--- config.mk ---
export PLATFORM = sky130hd
export DESIGN_NAME = rps_game
export DESIGN_NICKNAME = d
export VERILOG_FILES = /design/src/rps_pkg.sv /design/src/round_if.sv /design/src/markov_predictor.sv /design/src/round_ctrl.sv /design/src/rps_game.sv /design/src/score_keeper.sv /design/src/seven_seg_bank.sv
export SDC_FILE = /design/constraint.sdc
export NUM_CORES = 1
export LEC_CHECK = 0
export BUFFER_PORTS_ARGS = -buffer_cell sky130_fd_sc_hd__buf_2
export CAP_MARGIN = 0
export CORE_ASPECT_RATIO = 0.5
export CORE_MARGIN = 2
export CORE_UTILIZATION = 55
export CTS_CLUSTER_DIAMETER = 120
export CTS_CLUSTER_SIZE = 40
export DETAILED_ROUTE_END_ITERATION = 12
export PLACE_DENSITY = 0.73
export SLEW_MARGIN = 10
export SYNTH_ARGS = -nofsm -noshare
export SYNTH_HDL_FRONTEND = slang
export SYNTH_SLANG_ARGS = --single-unit
--- constraint.sdc ---
create_clock -name clock -period 8.97 [get_ports clock]
set_clock_uncertainty 0.05 [all_clocks]
set_input_delay 1.3455 -clock clock [delete_from_list [all_inputs] [get_ports clock]]
set_output_delay 1.3455 -clock clock [all_outputs]
set_load 0.02 [all_outputs]
--- src/rps_pkg.sv ---
// rps_pkg: move, outcome, strategy, segment and state types plus move codes
package rps_pkg;

	// 2-bit move, code 3 is illegal
	typedef logic [1:0] move_t;

	localparam move_t move_rock    = 2'd0;
	localparam move_t move_scissor = 2'd1;
	localparam move_t move_paper   = 2'd2;

	// round result as seen from the user
	typedef enum logic [1:0] {
		outcome_none,
		outcome_user_win,
		outcome_comp_win,
		outcome_draw
	} outcome_t;

	// opponent select
	typedef enum logic {
		strategy_rotate,
		strategy_markov
	} strategy_t;

	// one active-low digit, segment a in bit 0
	typedef logic [6:0] seg_t;

	// moves per player, sizes the count table
	localparam int num_moves = 3;

	// (user, comp) pair index = user * num_moves + comp, range 0..8
	typedef logic [3:0] state_t;

endpackage

--- src/round_if.sv ---
// round_if: one round between the controller, the Markov predictor and the scorer
`timescale 1ns/1ns

interface round_if;

	rps_pkg::move_t user_move; // latched user move
	rps_pkg::move_t comp_move; // computer move for this round
	logic commit;              // one-cycle strobe, results update on it
	rps_pkg::move_t prediction; // Markov counter-move

	modport ctrl (
		output user_move,
		output comp_move,
		output commit,
		input  prediction
	);

	modport predictor (
		input  user_move,
		input  comp_move,
		input  commit,
		output prediction
	);

	modport scorer (input user_move, input comp_move, input commit);

endinterface

--- src/markov_predictor.sv ---
// markov_predictor: transition count table and counter-move choice
`timescale 1ns/1ns

module markov_predictor #(
	parameter int count_width = 8
) (
	input  logic       clock,
	input  logic       reset,
	round_if.predictor rnd
);

	localparam int num_states = rps_pkg::num_moves * rps_pkg::num_moves;

	logic [count_width-1:0] counts [num_states][rps_pkg::num_moves];
	rps_pkg::state_t        prev_state;
	logic                   prev_valid;
	rps_pkg::state_t        cur_state;
	logic [count_width-1:0] row [rps_pkg::num_moves];
	logic [count_width-1:0] best_count;
	rps_pkg::move_t         likely; // most frequent next user move

	// the move that beats m
	function automatic rps_pkg::move_t counter_move(input rps_pkg::move_t m);
		case (m)
			rps_pkg::move_rock:    return rps_pkg::move_paper;
			rps_pkg::move_scissor: return rps_pkg::move_rock;
			default:               return rps_pkg::move_scissor;
		endcase
	endfunction

	assign cur_state = rps_pkg::state_t'(rnd.user_move * rps_pkg::num_moves + rnd.comp_move);

	always_comb begin
		for (int m = 0; m < rps_pkg::num_moves; m++) begin
			row[m] = prev_valid ? counts[prev_state][m] : '0;
		end
	end

	// strict compare keeps ties in rock, scissor, paper order
	always_comb begin
		likely     = rps_pkg::move_rock;
		best_count = row[0];
		if (row[1] > best_count) begin
			likely     = rps_pkg::move_scissor;
			best_count = row[1];
		end
		if (row[2] > best_count) begin
			likely     = rps_pkg::move_paper;
		end
	end

	assign rnd.prediction = counter_move(likely);

	always_ff @(posedge clock or negedge reset) begin
		if (!reset) begin
			for (int s = 0; s < num_states; s++) begin
				for (int m = 0; m < rps_pkg::num_moves; m++) begin
					counts[s][m] <= '0;
				end
			end
			prev_state <= '0;
			prev_valid <= 1'b0;
		end else if (rnd.commit && rnd.user_move <= rps_pkg::move_paper) begin
			// rounds with an illegal user move leave the history alone
			if (prev_valid && counts[prev_state][rnd.user_move] != '1) begin
				counts[prev_state][rnd.user_move] <= counts[prev_state][rnd.user_move] + 1'b1;
			end
			prev_state <= cur_state;
			prev_valid <= 1'b1;
		end
	end

endmodule

--- src/round_ctrl.sv ---
// round_ctrl: req/ack sequencer, rotating opponent and strategy select
`timescale 1ns/1ns

module round_ctrl (
	input  logic               clock,
	input  logic               reset,
	input  logic               play_req,
	input  rps_pkg::strategy_t strategy,
	input  rps_pkg::move_t     user_move,
	output logic               play_ack,
	output rps_pkg::move_t     comp_move,
	round_if.ctrl              rnd
);

	typedef enum logic [1:0] {st_idle, st_commit, st_hold} seq_t;

	seq_t               state;
	rps_pkg::move_t     user_q;
	rps_pkg::strategy_t strategy_q;
	rps_pkg::move_t     rot_q; // rotating opponent
	logic               commit_q;

	assign rnd.user_move = user_q;
	assign rnd.commit    = commit_q;
	assign rnd.comp_move = (strategy_q == rps_pkg::strategy_markov) ? rnd.prediction : rot_q;

	always_ff @(posedge clock or negedge reset) begin
		if (!reset) begin
			state      <= st_idle;
			user_q     <= rps_pkg::move_rock;
			strategy_q <= rps_pkg::strategy_rotate;
			rot_q      <= rps_pkg::move_rock;
			commit_q   <= 1'b0;
			play_ack   <= 1'b0;
			comp_move  <= rps_pkg::move_rock;
		end else begin
			case (state)
				st_idle: if (play_req) begin
					user_q     <= user_move; // inputs are stable while req is high
					strategy_q <= strategy;
					state      <= st_commit;
				end
				st_commit: begin
					commit_q <= 1'b1;
					state    <= st_hold;
				end
				st_hold: if (commit_q) begin
					commit_q  <= 1'b0;
					play_ack  <= 1'b1;
					comp_move <= rnd.comp_move;
					// rock -> scissor -> paper, once per round whatever the strategy
					rot_q     <= (rot_q == rps_pkg::move_paper) ? rps_pkg::move_rock
						: rot_q + 2'd1;
				end else if (!play_req) begin
					play_ack <= 1'b0; // held req stalls here
					state    <= st_idle;
				end
				default: state <= st_idle;
			endcase
		end
	end

endmodule

--- src/rps_game.sv ---
// rps_game: top level wiring of round controller, predictor, scorer and digit bank
`timescale 1ns/1ns

module rps_game #(
	parameter int score_width = 8,
	parameter int count_width = 8
) (
	input  logic                    clock,
	input  logic                    reset,
	input  logic                    play_req,
	input  rps_pkg::strategy_t      strategy,
	input  rps_pkg::move_t          user_move,
	output logic                    play_ack,
	output rps_pkg::move_t          comp_move,
	output rps_pkg::outcome_t       outcome,
	output logic [score_width-1:0]  user_score,
	output logic [score_width-1:0]  comp_score,
	output rps_pkg::seg_t           hex0,
	output rps_pkg::seg_t           hex1,
	output rps_pkg::seg_t           hex2,
	output rps_pkg::seg_t           hex3,
	output rps_pkg::seg_t           hex4,
	output rps_pkg::seg_t           hex5
);

	round_if rnd ();

	round_ctrl ctrl0 (
		.clock     (clock),
		.reset     (reset),
		.play_req  (play_req),
		.strategy  (strategy),
		.user_move (user_move),
		.play_ack  (play_ack),
		.comp_move (comp_move),
		.rnd       (rnd.ctrl)
	);

	markov_predictor #(.count_width(count_width)) pred0 (
		.clock (clock),
		.reset (reset),
		.rnd   (rnd.predictor)
	);

	score_keeper #(.score_width(score_width)) score0 (
		.clock      (clock),
		.reset      (reset),
		.rnd        (rnd.scorer),
		.outcome    (outcome),
		.user_score (user_score),
		.comp_score (comp_score)
	);

	// digits follow the latched user move, so they agree with the scores
	seven_seg_bank #(.score_width(score_width)) seg0 (
		.user_move  (rnd.user_move),
		.comp_move  (comp_move),
		.user_score (user_score),
		.comp_score (comp_score),
		.hex0       (hex0),
		.hex1       (hex1),
		.hex2       (hex2),
		.hex3       (hex3),
		.hex4       (hex4),
		.hex5       (hex5)
	);

endmodule

--- src/score_keeper.sv ---
// score_keeper: referee rules, outcome flags and saturating scores
`timescale 1ns/1ns

module score_keeper #(
	parameter int score_width = 8
) (
	input  logic                   clock,
	input  logic                   reset,
	round_if.scorer                rnd,
	output rps_pkg::outcome_t      outcome,
	output logic [score_width-1:0] user_score,
	output logic [score_width-1:0] comp_score
);

	rps_pkg::outcome_t next_outcome;
	logic              user_beats;

	assign user_beats =
		(rnd.user_move == rps_pkg::move_rock    && rnd.comp_move == rps_pkg::move_scissor) ||
		(rnd.user_move == rps_pkg::move_scissor && rnd.comp_move == rps_pkg::move_paper) ||
		(rnd.user_move == rps_pkg::move_paper   && rnd.comp_move == rps_pkg::move_rock);

	always_comb begin
		if (rnd.user_move > rps_pkg::move_paper) begin
			next_outcome = rps_pkg::outcome_none; // illegal move, no score change
		end else if (rnd.user_move == rnd.comp_move) begin
			next_outcome = rps_pkg::outcome_draw;
		end else if (user_beats) begin
			next_outcome = rps_pkg::outcome_user_win;
		end else begin
			next_outcome = rps_pkg::outcome_comp_win;
		end
	end

	always_ff @(posedge clock or negedge reset) begin
		if (!reset) begin
			outcome    <= rps_pkg::outcome_none;
			user_score <= '0;
			comp_score <= '0;
		end else if (rnd.commit) begin
			outcome <= next_outcome;
			if (next_outcome == rps_pkg::outcome_user_win && user_score != '1) begin
				user_score <= user_score + 1'b1; // saturates at all ones
			end
			if (next_outcome == rps_pkg::outcome_comp_win && comp_score != '1) begin
				comp_score <= comp_score + 1'b1;
			end
		end
	end

endmodule

--- src/seven_seg_bank.sv ---
// seven_seg_bank: hex font decode of moves and score nibbles onto six digits
`timescale 1ns/1ns

module seven_seg_bank #(
	parameter int score_width = 8
) (
	input  rps_pkg::move_t         user_move,
	input  rps_pkg::move_t         comp_move,
	input  logic [score_width-1:0] user_score,
	input  logic [score_width-1:0] comp_score,
	output rps_pkg::seg_t          hex0,
	output rps_pkg::seg_t          hex1,
	output rps_pkg::seg_t          hex2,
	output rps_pkg::seg_t          hex3,
	output rps_pkg::seg_t          hex4,
	output rps_pkg::seg_t          hex5
);

	logic [7:0] user_byte;
	logic [7:0] comp_byte;

	// active-low font, segment a in bit 0
	function automatic rps_pkg::seg_t hex_font(input logic [3:0] nibble);
		case (nibble)
			4'h0: return 7'b100_0000;
			4'h1: return 7'b111_1001;
			4'h2: return 7'b010_0100;
			4'h3: return 7'b011_0000;
			4'h4: return 7'b001_1001;
			4'h5: return 7'b001_0010;
			4'h6: return 7'b000_0010;
			4'h7: return 7'b111_1000;
			4'h8: return 7'b000_0000;
			4'h9: return 7'b001_1000;
			4'hA: return 7'b000_1000;
			4'hB: return 7'b000_0011;
			4'hC: return 7'b100_0110;
			4'hD: return 7'b010_0001;
			4'hE: return 7'b000_0110;
			default: return 7'b000_1110; // F
		endcase
	endfunction

	assign user_byte = 8'(user_score); // two digits per score
	assign comp_byte = 8'(comp_score);

	assign hex0 = hex_font(user_byte[3:0]);
	assign hex1 = hex_font(user_byte[7:4]);
	assign hex2 = hex_font({2'b00, user_move});
	assign hex3 = hex_font({2'b00, comp_move});
	assign hex4 = hex_font(comp_byte[3:0]);
	assign hex5 = hex_font(comp_byte[7:4]);

endmodule

==> impl_metrics.json, run 1 <==
{
  "syn2layout_area_growth_pct": 6.34,
  "regArea_um2": 6260,
  "max-clock-path-buffers": 3,
  "port_buffers": 66,
  "htree_levels": 1,
  "grt_max_degree": 91,
  "nets": 1250,
  "synth_area_um2": 13800,
  "critPathKind": "flip-flop to flip-flop",
  "cts_repair_resize_count": 0,
  "synth-edff-count": 0,
  "holdWs_ns": 0.453,
  "tightest_slew_ns": 1.06,
  "final-setup-viol-count": 0,
  "drc_errors": 0,
  "dp_hpwl_um": 23700,
  "fmax_mhz": 144,
  "crit_path_frequent_cell": "ha_1",
  "path_buf_inv": 4,
  "cts_sinks": 250,
  "setup_tns_ns": 0,
  "synth_warnings": 0,
  "grt_pass1_wl_um": 54100,
  "syn_inst": 1177,
  "p_per_area_nw_per_um2": 379,
  "antenna_found_initial": 3,
  "cts_hold_buf": 0,
  "yosys.area.top_type": "dfrtp_1",
  "cp_top_family": "compound AO/OA/AOI/OAI gates",
  "die_x_um": 228,
  "cp_max_fo": 26,
  "cts_buffers": 10,
  "maxCapViolations": 0,
  "hold_viol": 0,
  "wl_per_cell_um": 22.4,
  "min_path_type": "flip-flop to flip-flop",
  "yosysMostFrequentCell": "dfrtp_1",
  "clkTransAtPathRegs_ns": 0.14,
  "die_area_um2": 26400,
  "wirelength_um": 34300,
  "irDropWorstVdd_v": 0.000266,
  "rows": 40,
  "vias": 9552,
  "synthDistinctLibCells": 69,
  "synthArstFlopShare_pct": 100,
  "yosysSeqAreaShare_pct": 45.4,
  "path_cells": "buf_4 -> nand2b_1 -> o221ai_1 -> o31a_1 -> nand2_1 -> ha_1 -> and4b_1 -> a211o_1 -> o211ai_1 -> buf_4 -> mux2_2 -> ha_1 -> o211ai_1 -> a21oi_1 -> o31ai_1 -> a31oi_1 -> inv_1 -> fa_1 -> ha_1 -> inv_1 -> fa_1 -> o21ai_0",
  "ioPinCount": 69,
  "drtPass1Iterations": 6,
  "yosysTopAreaCellShare_pct": 45.4,
  "rsz0062_at_grt": "false",
  "cp-start-kind": "flip-flop",
  "multi_input_area_um2": 7070,
  "gp_congestion": 0.949,
  "ant_nets": 0,
  "cts_tree": "built",
  "p_leak_nw": 6.93,
  "status": "finished, final reports clean",
  "start_util_pct": 56.7,
  "synth.area.top_cells": "dfrtp_1 (45%), mux2_2 (19%), ha_1 (4.5%)",
  "endpoint_kind": "flip-flop",
  "via_per_inst": 6.24,
  "finalCriticalPeriod_ns": 6.93,
  "ys_seq_elements": 250,
  "fin_util_pct": 60.3,
  "period_share_pct": 77.3,
  "gr-usage-all-layers_pct": 26.3,
  "synthFlopType": "dfrtp_1",
  "arrival_ns": 7.31,
  "postCtsSetupBuffers": 0,
  "critPathRequiredTime_ns": 9.35,
  "final_layout_size_suffix_gt1_share_pct": 32.4,
  "dr.first_iter.drc_count": 983,
  "clk_latency_ns": 0.51,
  "coreArea_um2": 24300,
  "relSlewSlack_pct": 29.6,
  "maxSlewViolCount": 0,
  "finalPower_mw": 5.56,
  "synth_common_cells": "dfrtp_1 (250), mux2_2 (232), nand2_1 (89)",
  "fillers": 1942,
  "synth.avg_cell_area_um2": 11.7,
  "grt_remaining_overflow": 0,
  "cp_slowest_cell": "dfrtp_2",
  "grt_pass1_vias": 9423,
  "critPathMaxStageDelay_ns": 0.93,
  "clockRootBuffer": "clkbuf_16",
  "fp.dieH_um": 116
}
-- per-stage QoR --
step	instance area (µm²)	std cells	setup slack [ns]
CTS	14700	1529	2.12
global route	14700	1529	1.60
finish	14700	1530	2.04
global placement	14400	1516	2.43
detailed placement	14400	1516	2.14
floorplan	13800	1178	3.18
-- per-layer routing --
metal  track usage, %  part of all wire [%]
met5                0                     0
met4             6.06                   2.1
met3             5.56                   8.3
met2             41.6                    45
met1             37.6                    45
-- registers in the layout, indices dropped and copies added, names as in the netlist --
signal and cells:
ctrl0.play_ack 1, ctrl0.strategy_q 1, pred0.prev_state 4, score0.outcome 2, ctrl0.rnd.user_move 2, ctrl0.state 2, score0.comp_score 8, ctrl0.rnd.commit 1
ctrl0.rot_q 2, ctrl0.comp_move 2, pred0.prev_valid 1, score0.user_score 8, pred0.counts 216
-- placed cells by master (no fill, tap or decap), types with 6 or more instances in the layout --
cell type  netlist  final
dfrtp_1        250    248
mux2_2         232    232
nand2_1         89     89
buf_2           21     65
ha_1            50     50
o21ai_0         49     49
mux2i_1         48     48
nor2_1          45     45
inv_1           36     36
a21oi_1         26     26
nand3_1         26     26
mux4_2          18     18
and3_1          16     16
xnor2_1         22     16
buf_4           10     16
nor2b_1         15     15
o221ai_1        14     14
nand4_1         12     12
nor3_4          12     12
clkbuf_16        0     11
a31oi_1         10     10
a22oi_1          9      9
nand2b_1         8      8
nand3b_1         7      7
a211oi_1         6      6
o211ai_1         6      6
or2_2            6      6
nor3_1           6      6
nor2_2           6      6
-- kinds of logic (layout without fill, tap and decap cells) --
| family | Yosys count | after routing | synth area share (%) |
|---|---|---|---|
| fa+ha+maj | 52 | 52 | 4.83 |
| mux | 300 | 300 | 25.5 |
| simple gates | 265 | 265 | 10.7 |
| compound gates | 170 | 170 | 8.32 |
| other cells | 1 | 3 | 0.0272 |
| xor+xnor | 22 | 22 | 1.40 |
| flops | 250 | 250 | 45.4 |
| buf+inv | 117 | 132 | 3.87 |
-- path summary, 6_finish.rpt --
| check | startpoint | slack, ns | endpoint | cells past startpoint |
|---|---|---|---|---|
| worst min register to register | pred0.counts[0] | 0.45 | pred0.counts[0] | 2 |
| max in group asynchronous | reset | 6.55 | pred0.counts[111] | 2 |
| worst min-delay path | pred0.counts[0] | 0.45 | pred0.counts[0] | 2 |
| min in group asynchronous | reset | 0.75 | pred0.counts[183] | 1 |
| worst max-delay path | pred0.prev_state[0] | 2.04 | pred0.prev_state[2] | 22 |
| worst max register to register | pred0.prev_state[0] | 2.04 | pred0.prev_state[2] | 22 |
-- worst min-delay path: cells and delay by family, from the launching register on --
family | cells | cell delay (ns)
DFF | 1 | 0.37
AOI/OAI and AO/OA | 1 | 0.06
and+or+nand+nor | 1 | 0.04
-- area by class of cell --
| type | count | area share (%) |
|---|---|---|
| diodes | 1 | 0.0171 |
| clock buffers | 12 | 1.90 |
| clock inverters | 1 | 0.205 |
| inverters | 37 | 0.947 |
| multi-input cells | 811 | 48.2 |
| flip-flops and latches | 250 | 42.7 |
| well taps | 336 | 2.87 |
| repair buffers | 82 | 3.14 |
-- power by group --
group          internal (mW)  switching, mW  total [mW]
combinational           1.21           1.99        3.19
sequential              1.46          0.323        1.78
clock                  0.231          0.351       0.582
Power figures use the tool's default switching activity.
==> run 2, diff against run 1 <==
--- a/config.mk
+++ b/config.mk
@@ -5,6 +5,7 @@
 export SDC_FILE = /design/constraint.sdc
 export NUM_CORES = 1
 export LEC_CHECK = 0
+export ABC_AREA = 1
 export BUFFER_PORTS_ARGS = -buffer_cell sky130_fd_sc_hd__buf_2
 export CAP_MARGIN = 0
 export CORE_ASPECT_RATIO = 0.5
@@ -13,7 +14,7 @@
 export CTS_CLUSTER_DIAMETER = 120
 export CTS_CLUSTER_SIZE = 40
 export DETAILED_ROUTE_END_ITERATION = 12
-export PLACE_DENSITY = 0.73
+export PLACE_DENSITY = 0.76
 export SLEW_MARGIN = 10
 export SYNTH_ARGS = -nofsm -noshare
 export SYNTH_HDL_FRONTEND = slang
==> constraint.sdc (replaced) <==
create_clock -name clock -period 6.3 [get_ports clock]
set_clock_uncertainty 0.05 [all_clocks]
set_input_delay 0.945 -clock clock [delete_from_list [all_inputs] [get_ports clock]]
set_output_delay 0.945 -clock clock [all_outputs]
set_load 0.02 [all_outputs]
==> impl_metrics.json, run 2 <==
{
  "status": "finished, final reports clean",
  "ant_nets": 0,
  "synth-edff-count": 0,
  "via_per_inst": 5.52,
  "synth.avg_cell_area_um2": 7.61,
  "antennaDiodeCount": 0,
  "rsz0062_at_grt": "false",
  "top_regs": "pred0.counts x216, score0.comp_score x8, score0.user_score x8",
  "fillers": 2335,
  "critPathRequiredTime_ns": 6.67,
  "grt_pass1_vias": 11500,
  "syn2layout_area_growth_pct": 4.53,
  "gr-usage-all-layers_pct": 27.8,
  "hold_viol": 0,
  "final_layout_size_suffix_gt1_share_pct": 7.71,
  "wirelength_um": 37000,
  "ioPinCount": 69,
  "irDropWorstVdd_v": 0.000536,
  "htree_levels": 1,
  "synth_area_um2": 14100,
  "drc_errors": 0,
  "yosys.area.top_type": "dfrtp_1",
  "postCtsSetupBuffers": 0,
  "gp_congestion": 0.948,
  "relSlewSlack_pct": 19.1,
  "cp-start-kind": "flip-flop",
  "cts_tree": "built",
  "layout_commonest_cell": "nand2_1",
  "crit_path_frequent_cell": "nand2_1",
  "clk_latency_ns": 0.51,
  "p_leak_nw": 7.67,
  "yosysSeqAreaShare_pct": 44.2,
  "finalCriticalPeriod_ns": 5.73,
  "rows": 41,
  "final_cell_area_um2": 14800,
  "arrival_ns": 6.10,
  "nets": 1924,
  "synthDistinctLibCells": 43,
  "cts_hold_buf": 0,
  "tightest_slew_ns": 1.21,
  "die_area_um2": 27100,
  "ys_seq_elements": 250,
  "dp_hpwl_um": 25500,
  "p_per_area_nw_per_um2": 467,
  "placed_area_um2": 14500,
  "synth_warnings": 0,
  "yosysTopAreaCellShare_pct": 44.2,
  "synthArstFlopShare_pct": 100,
  "grt_pass1_wl_um": 60900,
  "start_util_pct": 56.0,
  "antenna_found_initial": 0,
  "cts_repair_resize_count": 0,
  "vias": 12200,
  "clockRootBuffer": "clkbuf_16",
  "max-clock-path-buffers": 3,
  "yosysMostFrequentCell": "nand2_1",
  "dr.first_iter.drc_count": 1378,
  "port_buffers": 66,
  "syn_inst": 1858,
  "fmax_mhz": 174,
  "final-setup-viol-count": 0,
  "cp_slowest_cell": "nor2_4",
  "synthFlopType": "dfrtp_1",
  "drtPass1Iterations": 6,
  "fin_util_pct": 58.6,
  "largest_reg_flops": 216,
  "critPathKind": "flip-flop to flip-flop",
  "min_path_type": "input port to asynchronous set/reset pin",
  "cts_buffers": 10,
  "mostFrequentLayoutCells": "nand2_1 (822), dfrtp_1 (249), o21ai_1 (127)",
  "synth.area.top_cells": "dfrtp_1 (44%), nand2_1 (22%), o21ai_1 (4.5%)",
  "fp.dieH_um": 117,
  "endpoint_kind": "flip-flop",
  "cts_sinks": 250,
  "critPathMaxStageDelay_ns": 0.60,
  "wl_per_cell_um": 16.7,
  "grt_max_degree": 165,
  "maxCapViolations": 0,
  "period_share_pct": 91.0,
  "largest-register": "pred0.counts",
  "holdWs_ns": 0.375,
  "setup_tns_ns": 0,
  "maxSlewViolCount": 0,
  "coreArea_um2": 25200,
  "cp_max_fo": 26,
  "synth_common_cells": "nand2_1 (822), dfrtp_1 (250), o21ai_1 (127)",
  "clkTransAtPathRegs_ns": 0.14,
  "die_x_um": 231,
  "grt_remaining_overflow": 0
}
==> run 2: cell count changes in the layout (fill, tap and decap cells not counted), sizes merged, moves of 19 or more <==
cell   change
nor2      +23
nand4     +22
nand3     +82
nand2    +733
inv       +94
o21ai    +157
xnor2     -19
mux2     -234
mux2i     -48
==> run 2: cell families (layout without fill, tap and decap cells) <==
logic type	count (synthesis)	in the layout	share of synthesized area, %
simple gates	1045	1045	31.7
compound gates	266	266	10.1
buf+inv	229	237	8.17
other cells	1	2	0.0265
fa+ha+maj	52	52	4.71
xor+xnor	15	15	1.03
flops	250	250	44.2
==> run 2: per-stage QoR <==
stage | worst slack, ns | power (mW) | std cells
after floorplan | 1.50 | 4.97 | 1859
after global placement | 0.799 | 5.99 | 2198
after detailed placement | 0.647 | 6.06 | 2198
after CTS | 0.626 | 6.89 | 2211
after global routing | 0.0194 | 7.55 | 2211
final | 0.566 | 6.91 | 2211
==> run 2: worst paths after layout <==
kind | cells past startpoint | slack, ns | startpoint | to
max | 29 | 0.57 | pred0.prev_state[0] | pred0.prev_state[2]
max in group asynchronous | 2 | 4.52 | reset | pred0.counts[125]
min reg2reg | 2 | 0.44 | pred0.counts[59] | pred0.counts[59]
min | 1 | 0.37 | reset | score0.comp_score[1]
min in group clock | 2 | 0.44 | pred0.counts[59] | pred0.counts[59]
max reg2reg | 29 | 0.57 | pred0.prev_state[0] | pred0.prev_state[2]
==> run 2: per-layer routing <==
layer / GRT usage [%] / up-vias / wire [µm]
met2: 41.6 / 492 / 15900
met3: 5.84 / 60 / 3570
met4: 6.61 / 0 / 819
met1: 41.4 / 5720 / 16700
li1: - / 5935 / -
met5: 0 / - / 0
==> run 2: report_power, final <==
part	internal (mW)	switching [mW]	leakage, nW
sequential	1.94	0.309	3.42
combinational	1.14	2.68	4.10
clock	0.328	0.511	0.148
==> run 2: critical path, delay by kind of cell (launching register included) <==
family | cells | cell delay (ns)
simple gates | 19 | 2.66
buf+inv | 3 | 0.43
compound gates | 2 | 0.30
flops | 1 | 0.56
fa+ha+maj | 5 | 1.65
==> run 2: final cells by class <==
class | count | area, µm² | area share [%]
clock buffers | 12 | 279 | 1.89
multi-input cells | 1380 | 6750 | 45.7
clock inverters | 1 | 30.0 | 0.203
well taps | 344 | 430 | 2.91
repair buffers | 89 | 526 | 3.55
flip-flops and latches | 250 | 6260 | 42.3
inverters | 135 | 512 | 3.46
